`config.mk`:
```
export PLATFORM = sky130hd
export DESIGN_NAME = io_fabric_top
export DESIGN_NICKNAME = d
export VERILOG_FILES = /design/src/design/io_bus_pkg.sv /design/src/design/io_dev_pkg.sv /design/src/design/io_port_decode.sv /design/src/design/sysctl_execute.sv /design/src/design/io_read_result.sv /design/src/design/io_fabric_top.sv
export VERILOG_INCLUDE_DIRS = /design/src /design/src/design
export SDC_FILE = /design/constraint.sdc
export NUM_CORES = 1
export LEC_CHECK = 0
export BUFFER_PORTS_ARGS = -buffer_cell sky130_fd_sc_hd__buf_2
export CAP_MARGIN = 10
export CORE_AREA = 2 2 114 116
export CTS_BUF_LIST = sky130_fd_sc_hd__clkbuf_16
export DETAILED_ROUTE_END_ITERATION = 10
export DIE_AREA = 0 0 116 118
export PLACE_DENSITY = 0.77
export SYNTH_ARGS = -nofsm -noshare
export SYNTH_HDL_FRONTEND = slang
export SYNTH_SLANG_ARGS = --single-unit
```
`constraint.sdc`:
```
create_clock -name clk_sys -period 2.2 [get_ports clk_sys]
set_input_delay 0 -clock clk_sys [delete_from_list [all_inputs] [get_ports clk_sys]]
set_output_delay 0 -clock clk_sys [all_outputs]
set_load 0.03 [all_outputs]
```
`src/design/io_fabric_cfg.svh`:
```
`ifndef IO_FABRIC_CFG_SVH
`define IO_FABRIC_CFG_SVH

// port bases; each IO_MW_* is the number of low address bits ignored on match
`define IO_MW_EXACT        0

`define IO_BASE_IDE0       16'h01F0
`define IO_MW_IDE0         3
`define IO_BASE_IDE0_ALT   16'h03F6
`define IO_BASE_IDE1       16'h0170
`define IO_MW_IDE1         3
`define IO_BASE_IDE1_ALT   16'h0376

`define IO_BASE_JOY        16'h0201

`define IO_BASE_FDD_A      16'h03F0
`define IO_MW_FDD_A        2
`define IO_BASE_FDD_B      16'h03F4
`define IO_MW_FDD_B        1
`define IO_BASE_FDD_C      16'h03F7

`define IO_BASE_DMA_MASTER 16'h00C0
`define IO_MW_DMA_MASTER   5
`define IO_BASE_DMA_PAGE   16'h0080
`define IO_MW_DMA_PAGE     4
`define IO_BASE_DMA_SLAVE  16'h0000
`define IO_MW_DMA_SLAVE    4

`define IO_BASE_PIC_MASTER 16'h0020
`define IO_BASE_PIC_SLAVE  16'h00A0
`define IO_MW_PIC          1

`define IO_BASE_PIT        16'h0040
`define IO_MW_PIT          2
`define IO_BASE_PIT_SPK    16'h0061     // speaker gate port

`define IO_BASE_PS2_IO     16'h0060
`define IO_MW_PS2_IO       3
`define IO_BASE_PS2_CTL    16'h0090
`define IO_MW_PS2_CTL      4

`define IO_BASE_RTC        16'h0070
`define IO_MW_RTC          1

`define IO_BASE_FM         16'h0388
`define IO_MW_FM           2
`define IO_BASE_SB         16'h0220
`define IO_MW_SB           4

`define IO_BASE_UART1      16'h03F8
`define IO_BASE_UART2      16'h02F8
`define IO_MW_UART         3

`define IO_BASE_MPU        16'h0330
`define IO_MW_MPU          1

`define IO_BASE_VGA_B      16'h03B0
`define IO_BASE_VGA_C      16'h03C0
`define IO_BASE_VGA_D      16'h03D0
`define IO_MW_VGA          4

`define IO_BASE_SYSCTL     16'h8888

`define SYSCFG_RESET       8'hA2
`define SYSCFG_KEY         8'hA1        // upper byte of an unlock write
`define READ_DEFAULT       8'hFF

`endif

```
`src/design/io_bus_pkg.sv`:
```
package io_bus_pkg;

	// bit 2 flags a 32-bit cycle
	typedef enum logic [2:0] {
		IO_SIZE_1 = 3'd1,
		IO_SIZE_2 = 3'd2,
		IO_SIZE_4 = 3'd4
	} io_size_t;

	typedef struct packed {
		logic        read;
		logic        write;
		logic [15:0] addr;
		io_size_t    size;
		logic [31:0] wdata;
	} io_cycle_t;

endpackage

```
`src/design/io_dev_pkg.sv`:
```
package io_dev_pkg;

	typedef struct packed {
		logic ide0;
		logic ide1;
		logic floppy;
		logic dma_master;
		logic dma_page;
		logic dma_slave;
		logic pic_master;
		logic pic_slave;
		logic pit;
		logic ps2_io;
		logic ps2_ctl;
		logic joy;
		logic rtc;
		logic fm;
		logic sb;
		logic uart1;
		logic uart2;
		logic mpu;
		logic vga_b;
		logic vga_c;
		logic vga_d;
		logic sysctl;
	} dev_sel_t;

	// read data as presented by the devices
	typedef struct packed {
		logic [31:0] ide0;
		logic [31:0] ide1;
		logic [7:0]  floppy;
		logic [7:0]  dma;
		logic [7:0]  pic;
		logic [7:0]  pit;
		logic [7:0]  ps2;
		logic [7:0]  rtc;
		logic [7:0]  sound;    // sb and fm share one byte
		logic [7:0]  uart1;
		logic [7:0]  uart2;
		logic [7:0]  mpu;
		logic [7:0]  vga;
		logic [7:0]  joy;
	} dev_rdata_t;

endpackage

```
`src/design/io_port_decode.sv`:
```
`timescale 1ns/10ps
`include "io_fabric_cfg.svh"

module io_port_decode
(
	input  logic                  clk_sys,
	input  logic                  reset,

	input  logic                  io_stb,
	input  io_bus_pkg::io_cycle_t io_cycle,

	output logic                  dec_stb,
	output io_bus_pkg::io_cycle_t dec_cycle,
	output io_dev_pkg::dev_sel_t  dec_sel
);

import io_dev_pkg::*;

dev_sel_t sel;

// true when addr and base agree above bit lsb
function automatic logic port_hit(input logic [15:0] addr, input logic [15:0] base,
                                  input int unsigned lsb);
	logic [15:0] diff;
	diff = addr ^ base;
	return (diff >> lsb) == 16'd0;
endfunction

always_comb begin
	logic [15:0] a;
	a = io_cycle.addr;
	sel.ide0       = port_hit(a, `IO_BASE_IDE0, `IO_MW_IDE0) ||
	                 port_hit(a, `IO_BASE_IDE0_ALT, `IO_MW_EXACT);
	sel.ide1       = port_hit(a, `IO_BASE_IDE1, `IO_MW_IDE1) ||
	                 port_hit(a, `IO_BASE_IDE1_ALT, `IO_MW_EXACT);
	sel.floppy     = port_hit(a, `IO_BASE_FDD_A, `IO_MW_FDD_A) ||
	                 port_hit(a, `IO_BASE_FDD_B, `IO_MW_FDD_B) ||
	                 port_hit(a, `IO_BASE_FDD_C, `IO_MW_EXACT);
	sel.dma_master = port_hit(a, `IO_BASE_DMA_MASTER, `IO_MW_DMA_MASTER);
	sel.dma_page   = port_hit(a, `IO_BASE_DMA_PAGE, `IO_MW_DMA_PAGE);
	sel.dma_slave  = port_hit(a, `IO_BASE_DMA_SLAVE, `IO_MW_DMA_SLAVE);
	sel.pic_master = port_hit(a, `IO_BASE_PIC_MASTER, `IO_MW_PIC);
	sel.pic_slave  = port_hit(a, `IO_BASE_PIC_SLAVE, `IO_MW_PIC);
	sel.pit        = port_hit(a, `IO_BASE_PIT, `IO_MW_PIT) ||
	                 port_hit(a, `IO_BASE_PIT_SPK, `IO_MW_EXACT);
	sel.ps2_io     = port_hit(a, `IO_BASE_PS2_IO, `IO_MW_PS2_IO);
	sel.ps2_ctl    = port_hit(a, `IO_BASE_PS2_CTL, `IO_MW_PS2_CTL);
	sel.joy        = port_hit(a, `IO_BASE_JOY, `IO_MW_EXACT);
	sel.rtc        = port_hit(a, `IO_BASE_RTC, `IO_MW_RTC);
	sel.fm         = port_hit(a, `IO_BASE_FM, `IO_MW_FM);
	sel.sb         = port_hit(a, `IO_BASE_SB, `IO_MW_SB);
	sel.uart1      = port_hit(a, `IO_BASE_UART1, `IO_MW_UART);
	sel.uart2      = port_hit(a, `IO_BASE_UART2, `IO_MW_UART);
	sel.mpu        = port_hit(a, `IO_BASE_MPU, `IO_MW_MPU);
	sel.vga_b      = port_hit(a, `IO_BASE_VGA_B, `IO_MW_VGA);
	sel.vga_c      = port_hit(a, `IO_BASE_VGA_C, `IO_MW_VGA);
	sel.vga_d      = port_hit(a, `IO_BASE_VGA_D, `IO_MW_VGA);
	sel.sysctl     = port_hit(a, `IO_BASE_SYSCTL, `IO_MW_EXACT);
end

// decode runs every cycle, only the strobe qualifies it
always_ff @(posedge clk_sys) begin
	if (reset) begin
		dec_stb <= 1'b0;
		dec_sel <= '0;
	end else begin
		dec_stb <= io_stb;
		dec_sel <= sel;
	end
	dec_cycle <= io_cycle;
end

endmodule

```
`src/design/sysctl_execute.sv`:
```
`timescale 1ns/10ps
`include "io_fabric_cfg.svh"

module sysctl_execute
(
	input  logic                  clk_sys,
	input  logic                  reset,

	input  logic                  dec_stb,
	input  io_bus_pkg::io_cycle_t dec_cycle,
	input  io_dev_pkg::dev_sel_t  dec_sel,

	output logic [7:0]            syscfg
);

import io_bus_pkg::*;

logic boot;       // set until the first disk access or unlock write
logic disk_hit;
logic unlock_wr;

assign disk_hit = dec_stb && (dec_sel.ide0 || dec_sel.ide1 || dec_sel.floppy);

// 16-bit write, key in the high byte, new value in the low byte
assign unlock_wr = dec_stb && dec_cycle.write && dec_sel.sysctl &&
                   (dec_cycle.size == IO_SIZE_2) &&
                   (dec_cycle.wdata[15:8] == `SYSCFG_KEY);

always_ff @(posedge clk_sys) begin
	if (reset) begin
		syscfg <= `SYSCFG_RESET;
		boot   <= 1'b1;
	end else if (disk_hit && boot) begin
		syscfg <= 8'h00;             // bios has moved on to booting
		boot   <= 1'b0;
	end else if (unlock_wr) begin
		syscfg <= dec_cycle.wdata[7:0];
		boot   <= 1'b0;
	end
end

endmodule

```
`src/design/io_read_result.sv`:
```
`timescale 1ns/10ps
`include "io_fabric_cfg.svh"

module io_read_result
(
	input  logic                   clk_sys,
	input  logic                   reset,

	input  logic                   dec_stb,
	input  io_bus_pkg::io_cycle_t  dec_cycle,
	input  io_dev_pkg::dev_sel_t   dec_sel,
	input  io_dev_pkg::dev_rdata_t dev_rdata,
	input  logic [15:0]            irq_in,

	output logic                   rd_stb,
	output logic [31:0]            rd_data,
	output logic                   rd_io32,
	output logic [15:0]            irq_vec
);

logic [7:0]  byte_data;
logic [31:0] word_data;
logic        io32;
logic [15:0] irq_merged;
logic        rd_hit;

// first byte device wins
always_comb begin
	if (dec_sel.floppy)                                        byte_data = dev_rdata.floppy;
	else if (dec_sel.dma_master | dec_sel.dma_slave | dec_sel.dma_page)
		byte_data = dev_rdata.dma;
	else if (dec_sel.pic_master | dec_sel.pic_slave)          byte_data = dev_rdata.pic;
	else if (dec_sel.pit)                                      byte_data = dev_rdata.pit;
	else if (dec_sel.ps2_io | dec_sel.ps2_ctl)                byte_data = dev_rdata.ps2;
	else if (dec_sel.rtc)                                      byte_data = dev_rdata.rtc;
	else if (dec_sel.sb | dec_sel.fm)                          byte_data = dev_rdata.sound;
	else if (dec_sel.uart1)                                    byte_data = dev_rdata.uart1;
	else if (dec_sel.uart2)                                    byte_data = dev_rdata.uart2;
	else if (dec_sel.mpu)                                      byte_data = dev_rdata.mpu;
	else if (dec_sel.vga_b | dec_sel.vga_c | dec_sel.vga_d)   byte_data = dev_rdata.vga;
	else if (dec_sel.joy)                                      byte_data = dev_rdata.joy;
	else                                                       byte_data = `READ_DEFAULT;
end

assign word_data = dec_sel.ide0 ? dev_rdata.ide0 :
                   dec_sel.ide1 ? dev_rdata.ide1 : {24'd0, byte_data};

// ide data port (a9 low) and sysctl take 32-bit transfers
assign io32   = ((dec_sel.ide0 | dec_sel.ide1) & ~dec_cycle.addr[9]) | dec_sel.sysctl;
assign rd_hit = dec_stb & dec_cycle.read;

always_comb begin
	irq_merged     = irq_in;
	irq_merged[9]  = irq_in[9] | irq_in[2];   // cascade line folded into 9
	irq_merged[2]  = 1'b0;
	irq_merged[11] = 1'b0;
	irq_merged[13] = 1'b0;
end

always_ff @(posedge clk_sys) begin
	if (reset) begin
		rd_stb  <= 1'b0;
		irq_vec <= 16'd0;
	end else begin
		rd_stb  <= rd_hit;
		irq_vec <= irq_merged;
	end
	if (rd_hit) begin
		rd_data <= word_data;
		rd_io32 <= io32;
	end
end

endmodule

```
`src/design/io_fabric_top.sv`:
```
`timescale 1ns/10ps

module io_fabric_top
(
	input  logic                   clk_sys,
	input  logic                   reset,

	input  logic                   io_stb,
	input  io_bus_pkg::io_cycle_t  io_cycle,
	input  io_dev_pkg::dev_rdata_t dev_rdata,
	input  logic [15:0]            irq_in,

	output logic [7:0]             syscfg,
	output logic                   rd_stb,
	output logic [31:0]            rd_data,
	output logic                   rd_io32,
	output logic [15:0]            irq_vec
);

import io_bus_pkg::*;
import io_dev_pkg::*;

logic      dec_stb;
io_cycle_t dec_cycle;
dev_sel_t  dec_sel;

io_port_decode decode
(
	.clk_sys   (clk_sys),
	.reset     (reset),
	.io_stb    (io_stb),
	.io_cycle  (io_cycle),
	.dec_stb   (dec_stb),
	.dec_cycle (dec_cycle),
	.dec_sel   (dec_sel)
);

sysctl_execute execute
(
	.clk_sys   (clk_sys),
	.reset     (reset),
	.dec_stb   (dec_stb),
	.dec_cycle (dec_cycle),
	.dec_sel   (dec_sel),
	.syscfg    (syscfg)
);

io_read_result result
(
	.clk_sys   (clk_sys),
	.reset     (reset),
	.dec_stb   (dec_stb),
	.dec_cycle (dec_cycle),
	.dec_sel   (dec_sel),
	.dev_rdata (dev_rdata),
	.irq_in    (irq_in),
	.rd_stb    (rd_stb),
	.rd_data   (rd_data),
	.rd_io32   (rd_io32),
	.irq_vec   (irq_vec)
);

endmodule

```
==> results of run 1 <==
-- how the worst max path moves through the flow --
stage | to | slack [ns] | cells after the start
2_1_floorplan | result.rd_data[0]$_DFFE_PP_ | 0.49 | 7
3_3_place_gp | result.rd_data[15]$_DFFE_PP_ | 0.43 | 2
3_5_place_dp | result.rd_data[15]$_DFFE_PP_ | 0.44 | 2
4_1_cts | decode.dec_sel[2]$_SDFF_PP0_ | 0.04 | 8
5_1_grt | decode.dec_sel[2]$_SDFF_PP0_ | -0.02 | 8
6_report | decode.dec_sel[2]$_SDFF_PP0_ | 0.03 | 8
-- area by class of cell --
class                      count  area [um2]  share of cell area [%]
antenna                        1       2.502                 0.03466
clock buffer                   9       225.2                   3.119
clock inverter                 7       83.83                   1.161
inverter                       6       22.52                  0.3119
multi-input combinational    280        1814                   25.13
timing repair buffer         386        2505                   34.69
sequential                   101        2352                   32.58
tap                          172       215.2                   2.980
-- state kept, by name, summed over array words and instances, names as in the netlist --
register / cells
result.rd_io32: 1
decode.dec_cycle: 22
result.irq_vec: 13
result.rd_data: 32
execute.syscfg: 8
decode.dec_stb: 1
result.rd_stb: 1
execute.boot: 1
decode.dec_sel: 22
-- what timing repair did --
action | CTS | global route
gates resized for setup | 0 | 2
setup endpoints to repair | 0 | 3
hold buffers | 107 | 0
buffers inserted | 0 | 3
endpoints found under the hold margin | 84 | 0
-- kinds of logic after synthesis --
kind of cell	synth area share, %
other cells	0.08718
buf+inv	3.665
mux	1.862
compound gates	19.81
flops	54.68
simple gates	19.90
-- Yosys cell counts (5+ instances only) --
master,number,area share [%]
dfxtp_1,68,32
clkbuf_1,29,2.5
or3_1,6,0.87
nor2_1,23,2.0
nor3_1,34,4.0
o22ai_1,16,2.3
nand2_1,5,0.44
a22o_1,24,4.9
a221o_1,8,1.9
edfxtp_1,33,23
nor2b_1,17,2.5
inv_1,6,0.52
nand3b_1,11,1.9
o21ai_0,29,3.4
mux2i_1,8,1.9
nor4_1,13,1.9
a21oi_1,25,2.9
a22oi_1,15,2.6
-- critical path: cells and delay by family --
kind,cells,cell delay (ns)
buffers and inverters,3,1.23
and+or+nand+nor,5,1.23
-- power breakdown --
| part | leakage, nW | total (mW) | switching (mW) | internal [mW] |
|---|---|---|---|---|
| sequential | 0.896 | 1.96 | 0.00959 | 1.95 |
| combinational | 2.21 | 0.467 | 0.183 | 0.284 |
| clock | 0.152 | 1.61 | 0.790 | 0.822 |
| total | 3.26 | 4.04 | 0.983 | 3.06 |
-- stage by stage --
stage | TNS (ns) | worst slack (ns) | hold WS [ns] | area [um2]
floorplan | 0 | 0.4888 | 0.02772 | 4309
global placement | 0 | 0.4335 | 0.1023 | 5814
detailed placement | 0 | 0.4399 | 0.1036 | 5814
CTS | 0 | 0.04055 | 0.0007959 | 7194
global route | -0.02304 | -0.02304 | 0.004292 | 7221
finish | 0 | 0.02932 | 0.004339 | 7221
-- metal layers --
metal  GRT usage [%]  share of wire (%)
met5               0                  0
met1           24.00                 36
met4           8.929                3.2
met2           42.07                 51
met3           7.312                 10
==> run summary, run 1 <==
Status - complete, no violations
First-pass GRT wire length - 23,990 um
Yosys warns - 0
Reg-to-reg slack, setup - 0.41 ns
Clock sink total - 101
CP startpoint kind - primary input
Final Power - 4.042 mW
Clock Skew - 0.01040 ns
Non-Filler Instances - 962
Final core occ - 58.16%
Final Hold Fails - 0
P per Cell Area - 559.8 mW/mm2
Worst hold path type - in2reg
Critical path required time - 2.50 ns
Max IR drop VDD - 625.0 uV
Minimum clock period - 2.171 ns
Fmax - 0.4607 GHz
Initial DRC Count - 324
Worst reg2reg endpoint - result.rd_data[4]$_DFFE_PP_
HPWL after DPL - 10,920 um
Number of CTS-inserted buffers - 9
Slew HR - 25.08%
Vias after detailed routing - 4,901
# setup viols final - 0
R2R cell count - 5
Final nets - 1,016
Top FF cell, synth - dfxtp_1
CP dominant cell by count - dlygate4sd3_1
# Max-Cap Violations - 0
Die extent in x - 116 um
Placed instance count - 836
Crit-path cells - dlygate4sd3_1 -> buf_2 -> or4_4 -> nor3_4 -> nand3_2 -> or2_4 -> nor4b_2 -> dlygate4sd3_1
Slowest stage delay, CP - 0.57 ns
Vias/cell - 5.095
WHS Path Cells - 3
Root buffer cell - clkbuf_16
Total grt overflow - 0
Worst hold path startpoint - dev_rdata[135]
Largest net degree at the start of global routing - 28
Critical path class - in2reg
Measured slew at the worst slew-check pin - 1.119 ns
Setup crit start - io_cycle[48]
RR Startpoint - decode.dec_sel[14]$_SDFF_PP0_
Post-synth ARST share - 0%
Pleak - 3.257 nW
CP Capture Type - register
Clock buffer depth - 2
Number of library cell types mapped by synthesis - 47
CTS tree - done
Crit-path slowest cell - dlygate4sd3_1
Worst-path clk slew - 0.07 ns
Crit path DAT - 2.47 ns
Port-buffer cells - 268
Mean area per synthesized cell - 10.29 um2
Hold EP - result.rd_data[7]$_DFFE_PP_
Layout cells sized above 1 - 39.67%
Number of synthesized flops with an enable pin - 33
Starting Density - 34.65%
Drt first pass iters - 5
I/O pin cnt - 290
Vias in the first global route - 4,921
Row count - 41
Slew Limit Fails - 0
Worst-skew pair later-pin latency - 0.36 ns
DR DRC count - 0
Overall Global Routing Usage - 23.00%
Die height - 118 um
Core area - 0.01241 mm2
CP max FO - 5
Post-DRT Antenna Nets - 0
Final Cycle Share - 98.67%
Commonest cells after routing, fill and taps aside - buf_2, dlygate4sd3_1, dfxtp_1
Drt wl/cell - 16.97 um
DIE AREA - 0.01369 mm2
GP Congestion - 0.9635
Commonest non-fill, non-tap cell in the layout - buf_2
Area Overhead vs Synth - 67.86%
Yosys reg bits - 101
Fillers - 1,056
Initial antenna violation count - 1
Mapped Cells - 418
H-tree Lvls - 3
Seq/Total Area, Yosys - 54.68%
Post-Syn Area - 0.004302 mm2
DRT Wirelength - 16,330 um
(Power assumes the default switching activity.)
==> inputs of run 2 (changes only) <==
==> constraint.sdc (replaced) <==
create_clock -name clk_sys -period 2.4 [get_ports clk_sys]
set_input_delay 0 -clock clk_sys [delete_from_list [all_inputs] [get_ports clk_sys]]
set_output_delay 0 -clock clk_sys [all_outputs]
set_load 0.03 [all_outputs]
==> run 2 against run 1 <==
Sequential power shrank 8%. Worst setup slack gained 0.065 ns. Utilization shrank 0.15 points. Clock skew shrank 0.0048 ns. Sequential share of layout area grew 0.085 points. Die area is the same. Critical endpoint is now decode.dec_sel[8]$_SDFF_PP0_. Largest power group unchanged. Highest routed layer unchanged.
==> run summary, run 2 (synthesis results as in run 1) <==
Status - complete, no violations
Pre-CTS WS - 0.5266 ns (+0.08670 ns)
Max reg flops - 32 (unchanged)
Worst-path clk slew - 0.07 ns (about the same)
Unrepaired setup endpoints after global routing - false
Slew HR - 57.28% (+32 points)
CP max FO - 5 (unchanged)
CTS tree - done
Final core occ - 58.01% (-0.15 points)
Port-buffer cells - 268 (unchanged)
GP Congestion - 0.9494 (-1.5%)
Worst-skew pair later-pin latency - 0.35 ns (about the same)
Final worst slack - 0.09387 ns (+0.06455 ns)
Die extent in x - 116 um (unchanged)
Reg-to-reg slack, setup - 0.34 ns (-0.07 ns)
Layout cells sized above 1 - 39.09% (-0.58 points)
Crit path DAT - 2.60 ns (+0.13 ns)
RR Startpoint - decode.dec_sel[20]$_SDFF_PP0_
Worst reg2reg endpoint - result.rd_data[13]$_DFFE_PP_
FF/Latch Area - 0.002352 mm2 (unchanged)
Area Overhead vs Synth - 67.42%
Vias in the first global route - 5,052 (+2.7%)
Vias after detailed routing - 4,853 (-0.98%)
Post-DRT Antenna Nets - 0 (unchanged)
DIE AREA - 0.01369 mm2 (unchanged)
Switching Fraction - 24.33% (about the same)
# Max-Cap Violations - 0 (unchanged)
P per Cell Area - 510.4 mW/mm2 (-8.8%)
# setup viols final - 0 (unchanged)
Biggest regs - result.rd_data (32), decode.dec_cycle (22), decode.dec_sel (22)
Crit path to - decode.dec_sel[8]$_SDFF_PP0_
Sw power - 0.8943 mW (-9.1%)
Die height - 118 um (unchanged)
Clock buffer depth - 2 (unchanged)
Overall Global Routing Usage - 22.89% (-0.11 points)
Internal power - 2.782 mW (-9.0%)
Initial antenna violation count - 0 (-1)
Commonest non-fill, non-tap cell in the layout - buf_2
Slew Limit Fails - 0 (unchanged)
Initial DRC Count - 430 (+33%)
DR DRC count - 0 (unchanged)
CP Capture Type - register
Number of CTS-inserted buffers - 9 (unchanged)
Setup TNS - 0 ns (unchanged)
Minimum clock period - 2.306 ns
Setup crit start - io_cycle[48]
Commonest cells after routing, fill and taps aside - buf_2, dlygate4sd3_1, dfxtp_1
DRT Wirelength - 16,000 um (-2.0%)
HPWL after DPL - 11,000 um (+0.77%)
Row count - 41 (unchanged)
Vias/cell - 5.055 (-0.77%)
Measured slew at the worst slew-check pin - 0.6394 ns (-0.4793 ns)
Clk network pwr share - 40.3% (+0.4 points)
Total grt overflow - 0 (unchanged)
Critical path required time - 2.70 ns (+0.20 ns)
Clock Skew - 0.005615 ns (-0.004781 ns)
Core area - 0.01241 mm2 (unchanged)
Max IR drop VDD - 563.8 uV (-9.8%)
Final nets - 1,015 (-0.098%)
Fillers - 1,051 (-0.47%)
Clock sink total - 101 (unchanged)
R2R cell count - 3 (-2)
Final Hold Fails - 0 (unchanged)
Multi-input gate area - 0.001808 mm2 (-0.35%)
Drt first pass iters - 5 (unchanged)
Final Cycle Share - 96.09%
Sequential Power Share - 48.9% (+0.4 points)
Worst hold path type - in2reg
Drt wl/cell - 16.67 um (-1.8%)
Comb pwr share - 10.8% (-0.8 points)
Starting Density - 34.65% (unchanged)
Pleak - 3.302 nW (+1.4%)
I/O pin cnt - 290 (unchanged)
H-tree Lvls - 3 (unchanged)
Root buffer cell - clkbuf_16
Final Power - 3.676 mW (-9.1%)
CP startpoint kind - primary input
Antenna diodes - 0 (-1)
Critical path class - in2reg
First-pass GRT wire length - 24,180 um (+0.78%)
Largest net degree at the start of global routing - 28 (unchanged)
Fmax - 0.4336 GHz
Biggest register - result.rd_data
-- run 2: area by class of cell --
cell class | instances | area share (%)
clock inverters | 7 | 1.164
flip-flops and latches | 101 | 32.66
well taps | 172 | 2.988
repair buffers | 385 | 34.64
multi-input cells | 280 | 25.10
inverters | 6 | 0.3127
clock buffers | 9 | 3.127
-- run 2: what timing repair did --
item / 4_1_cts / 5_1_grt
hold buffers: 109 / 0
endpoints found under the hold margin: 86 / 0
gates resized for setup: 0 / 2
buffers inserted: 0 / 1
setup endpoints to repair: 0 / 5
-- run 2: worst min-delay path by stage --
| stage | slack (ns) | end | start | cells after the start |
|---|---|---|---|---|
| 3_3_place_gp | 0.10 | decode.dec_cycle[8]$_DFF_P_ | io_cycle[8] | 1 |
| 4_1_cts | 0.007 | result.rd_data[15]$_DFFE_PP_ | dev_rdata[111] | 2 |
| 6_report | 0.02 | result.rd_data[15]$_DFFE_PP_ | dev_rdata[111] | 2 |
| 2_1_floorplan | 0.03 | decode.dec_cycle[0]$_DFF_P_ | io_cycle[0] | 0 |
| 5_1_grt | 0.008 | result.rd_data[15]$_DFFE_PP_ | dev_rdata[111] | 2 |
| 3_5_place_dp | 0.10 | decode.dec_cycle[8]$_DFF_P_ | io_cycle[8] | 1 |
-- run 2: worst max-delay path, cell delays in order --
cell and delay, ns:
dlygate4sd3_1 0.53, buf_2 0.12, or4_4 0.43, nor3_4 0.23
buf_4 0.16, nand3_2 0.10, or2_4 0.27, nor3_1 0.18
dlygate4sd3_1 0.56
-- run 2: through the flow --
stage / hold WS (ns) / instances / instance area (um2)
final: 0.02273 / 960 / 7202
after global routing: 0.007614 / 960 / 7202
after CTS: 0.006702 / 959 / 7187
after detailed placement: 0.1036 / 834 / 5787
after global placement: 0.1024 / 834 / 5787
after floorplan: 0.02772 / 420 / 4309
-- run 2: routing by layer --
layer / routed length (um) / vias to the layer above / GRT usage (%)
met5: 0 / - / 0
met3: 1359 / 34 / 7.055
met2: 8273 / 263 / 41.59
li1: - / 2317 / -
met4: 423 / 0 / 8.705
met1: 5948 / 2239 / 24.35
-- run 2: power groups by stage --
| stage | logic (mW) | clock network, mW | registers, mW |
|---|---|---|---|
| 6_report | 0.398 | 1.48 | 1.80 |
| 2_1_floorplan | 0.0551 | 0 | 1.86 |
| 3_3_place_gp | 0.278 | 0 | 1.84 |
| 3_5_place_dp | 0.281 | 0 | 1.84 |
| 4_1_cts | 0.387 | 1.53 | 1.80 |
| 5_1_grt | 0.429 | 1.60 | 1.80 |
==> inputs of run 3 (changes only) <==
--- a/config.mk
+++ b/config.mk
@@ -8,11 +8,11 @@
 export LEC_CHECK = 0
 export BUFFER_PORTS_ARGS = -buffer_cell sky130_fd_sc_hd__buf_2
 export CAP_MARGIN = 10
-export CORE_AREA = 2 2 114 116
-export CTS_BUF_LIST = sky130_fd_sc_hd__clkbuf_16
+export CORE_AREA = 2 2 113 115
+export CTS_BUF_LIST = sky130_fd_sc_hd__clkbuf_8
 export DETAILED_ROUTE_END_ITERATION = 10
-export DIE_AREA = 0 0 116 118
-export PLACE_DENSITY = 0.77
+export DIE_AREA = 0 0 115 117
+export PLACE_DENSITY = 0.79
 export SYNTH_ARGS = -nofsm -noshare
 export SYNTH_HDL_FRONTEND = slang
 export SYNTH_SLANG_ARGS = --single-unit
==> run 3 against run 2 <==
Via count is essentially flat. First-iteration DRC count is 11% lower. Power fell by 12%. Clock skew increased by 0.0084 ns. Critical endpoint is now decode.dec_sel[21]$_SDFF_PP0_.
==> run summary, run 3 (synthesis results as in run 1) <==
Root buffer cell - clkbuf_8
Resized cells post-CTS - 0 (unchanged)
Core area - 0.01231 mm2 (-0.83%)
Clock sink total - 101 (unchanged)
Finished Cell Area - 0.007107 mm2 (-1.3%)
Hold_ws - 0.03828 ns (+0.01555 ns)
Critical path class - in2reg
Sw power - 0.8016 mW (-10%)
Post-DRT Antenna Nets - 0 (unchanged)
Biggest regs - result.rd_data (32), decode.dec_cycle (22), decode.dec_sel (22)
Reg-to-reg slack, setup - 0.30 ns (-0.04 ns)
H-tree Lvls - 3 (unchanged)
Final Cycle Share - 97.19% (+1.1 points)
P per Cell Area - 454.5 mW/mm2 (-11%)
Slew Limit Fails - 0 (unchanged)
Die height - 117 um (-0.85%)
Status - complete, no violations
CP Capture Type - register
WHS Path Cells - 2 (unchanged)
Commonest cells after routing, fill and taps aside - buf_2, dlygate4sd3_1, dfxtp_1
Slew HR - 56.92% (-0.36 points)
Drt first pass iters - 5 (unchanged)
Max reg flops - 32 (unchanged)
Fmax - 0.4287 GHz (-1.1%)
Worst hold path startpoint - reset
Pleak - 3.287 nW (-0.43%)
DR DRC count - 0 (unchanged)
Initial DRC Count - 384 (-11%)
# Max-Cap Violations - 0 (unchanged)
Switching Fraction - 24.82% (+0.49 points)
Worst-path clk slew - 0.11 ns (+0.04 ns)
Internal power - 2.428 mW (-13%)
Worst hold path type - in2reg
R2R cell count - 5 (+2)
Vias after detailed routing - 4,855 (+0.041%)
Worst-skew pair later-pin latency - 0.37 ns (+0.02 ns)
Layout cells sized above 1 - 38.79% (-0.30 points)
GP Congestion - 0.9355 (-1.5%)
I/O pin cnt - 290 (unchanged)
Total grt overflow - 0 (unchanged)
DRT Wirelength - 16,070 um (+0.40%)
Minimum clock period - 2.333 ns (+0.02650 ns)
Clock buffer depth - 2 (unchanged)
Biggest register - result.rd_data
Die extent in x - 115 um (-0.86%)
CP startpoint kind - primary input
HPWL after DPL - 10,810 um (-1.8%)
Setup crit start - io_cycle[48]
Measured slew at the worst slew-check pin - 0.6449 ns (+0.005489 ns)
RR Startpoint - decode.dec_sel[21]$_SDFF_PP0_
Final nets - 1,021 (+0.59%)
Sequential Power Share - 55.7% (+6.8 points)
Cell Area, Placed - 0.005764 mm2 (-0.39%)
Placed instance count - 813 (-2.5%)
Vias in the first global route - 4,861 (-3.8%)
First-pass GRT wire length - 23,180 um (-4.1%)
Comb pwr share - 12.4% (+1.6 points)
DIE AREA - 0.01346 mm2 (-1.7%)
Max IR drop VDD - 452.6 uV (-20%)
Number of CTS-inserted buffers - 9 (unchanged)
Clk network pwr share - 31.9% (-8.4 points)
Commonest non-fill, non-tap cell in the layout - buf_2
Vias/cell - 5.132 (+1.5%)
Row count - 41 (unchanged)
Starting Density - 34.94% (+0.29 points)
Initial antenna violation count - 2 (+2)
Non-Filler Instances - 946 (-1.5%)
Hold EP - result.irq_vec[10]$_SDFF_PP0_
CP max FO - 3 (-2)
Worst reg2reg endpoint - result.rd_data[13]$_DFFE_PP_
Clock Skew - 0.01397 ns (+0.008351 ns)
Area Overhead vs Synth - 65.21%
Crit path DAT - 2.64 ns (+0.04 ns)
Drt wl/cell - 16.99 um (+1.9%)
Largest net degree at the start of global routing - 43 (+54%)
CTS tree - done
Critical path required time - 2.71 ns (about the same)
Overall Global Routing Usage - 22.39% (-0.50 points)
Port-buffer cells - 268 (unchanged)
Final Hold Fails - 0 (unchanged)
# setup viols final - 0 (unchanged)
run 3: how the worst max path moves through the flow:
stage                                         end  slack (ns)  depth (start not counted)
finish              decode.dec_sel[21]$_SDFF_PP0_        0.07                          8
global route        decode.dec_sel[12]$_SDFF_PP0_       -0.02                          8
CTS                 decode.dec_sel[21]$_SDFF_PP0_        0.11                          8
detailed placement    result.rd_data[1]$_DFFE_PP_        0.65                          5
global placement      result.rd_data[1]$_DFFE_PP_        0.69                          5
floorplan             result.rd_data[0]$_DFFE_PP_        0.69                          7
run 3: repair_timing:
action,CTS,global route
hold buffers,114,0
hold endpoints to repair,88,0
setup endpoints to repair,0,1
buffers inserted,0,1
run 3: worst max-delay path, stage by stage:
cell           delay, ns
dlygate4sd3_1       0.53
buf_2               0.12
or4_4               0.43
nor3_4              0.24
nand3_1             0.10
dlygate4sd3_1       0.58
nor2_1              0.10
dlygate4sd3_1       0.54
run 3: per-stage QoR:
step / worst slack, ns / utilization [%] / setup TNS [ns] / power, mW
6_report: 0.06737 / 57.72 / 0 / 3.230
3_5_place_dp: 0.6459 / 46.82 / 0 / 2.122
4_1_cts: 0.1104 / 57.62 / 0 / 3.246
2_1_floorplan: 0.6888 / - / 0 / 1.919
3_3_place_gp: 0.6897 / 46.82 / 0 / 2.117
5_1_grt: -0.01793 / 57.72 / -0.02461 / 3.370
run 3: metal layers:
layer	wire, um	share of wire (%)	global-route usage, %	vias to the layer above
met3	1289	8.0	5.870	38
met2	8417	52	42.67	259
met1	6003	37	23.56	2231
li1	-	-	-	2327
met4	357	2.2	8.594	0
met5	0	0	0	-
run 3: cell type report:
cell class | instances | area [um2]
clock buffer | 9 | 123.9
timing repair buffer | 391 | 2550
clock inverter | 7 | 65.06
inverter | 6 | 22.52
antenna | 2 | 5.005
tap | 150 | 187.7
multi-input combinational | 280 | 1800
fill | 1056 | 5205
sequential | 101 | 2352
run 3: power groups by stage:
stage | Combinational [mW] | Sequential (mW) | Clock [mW]
after floorplan | 0.0551 | 1.86 | 0
after global placement | 0.281 | 1.84 | 0
after detailed placement | 0.284 | 1.84 | 0
after CTS | 0.388 | 1.80 | 1.06
after global routing | 0.427 | 1.80 | 1.14
final | 0.400 | 1.80 | 1.03
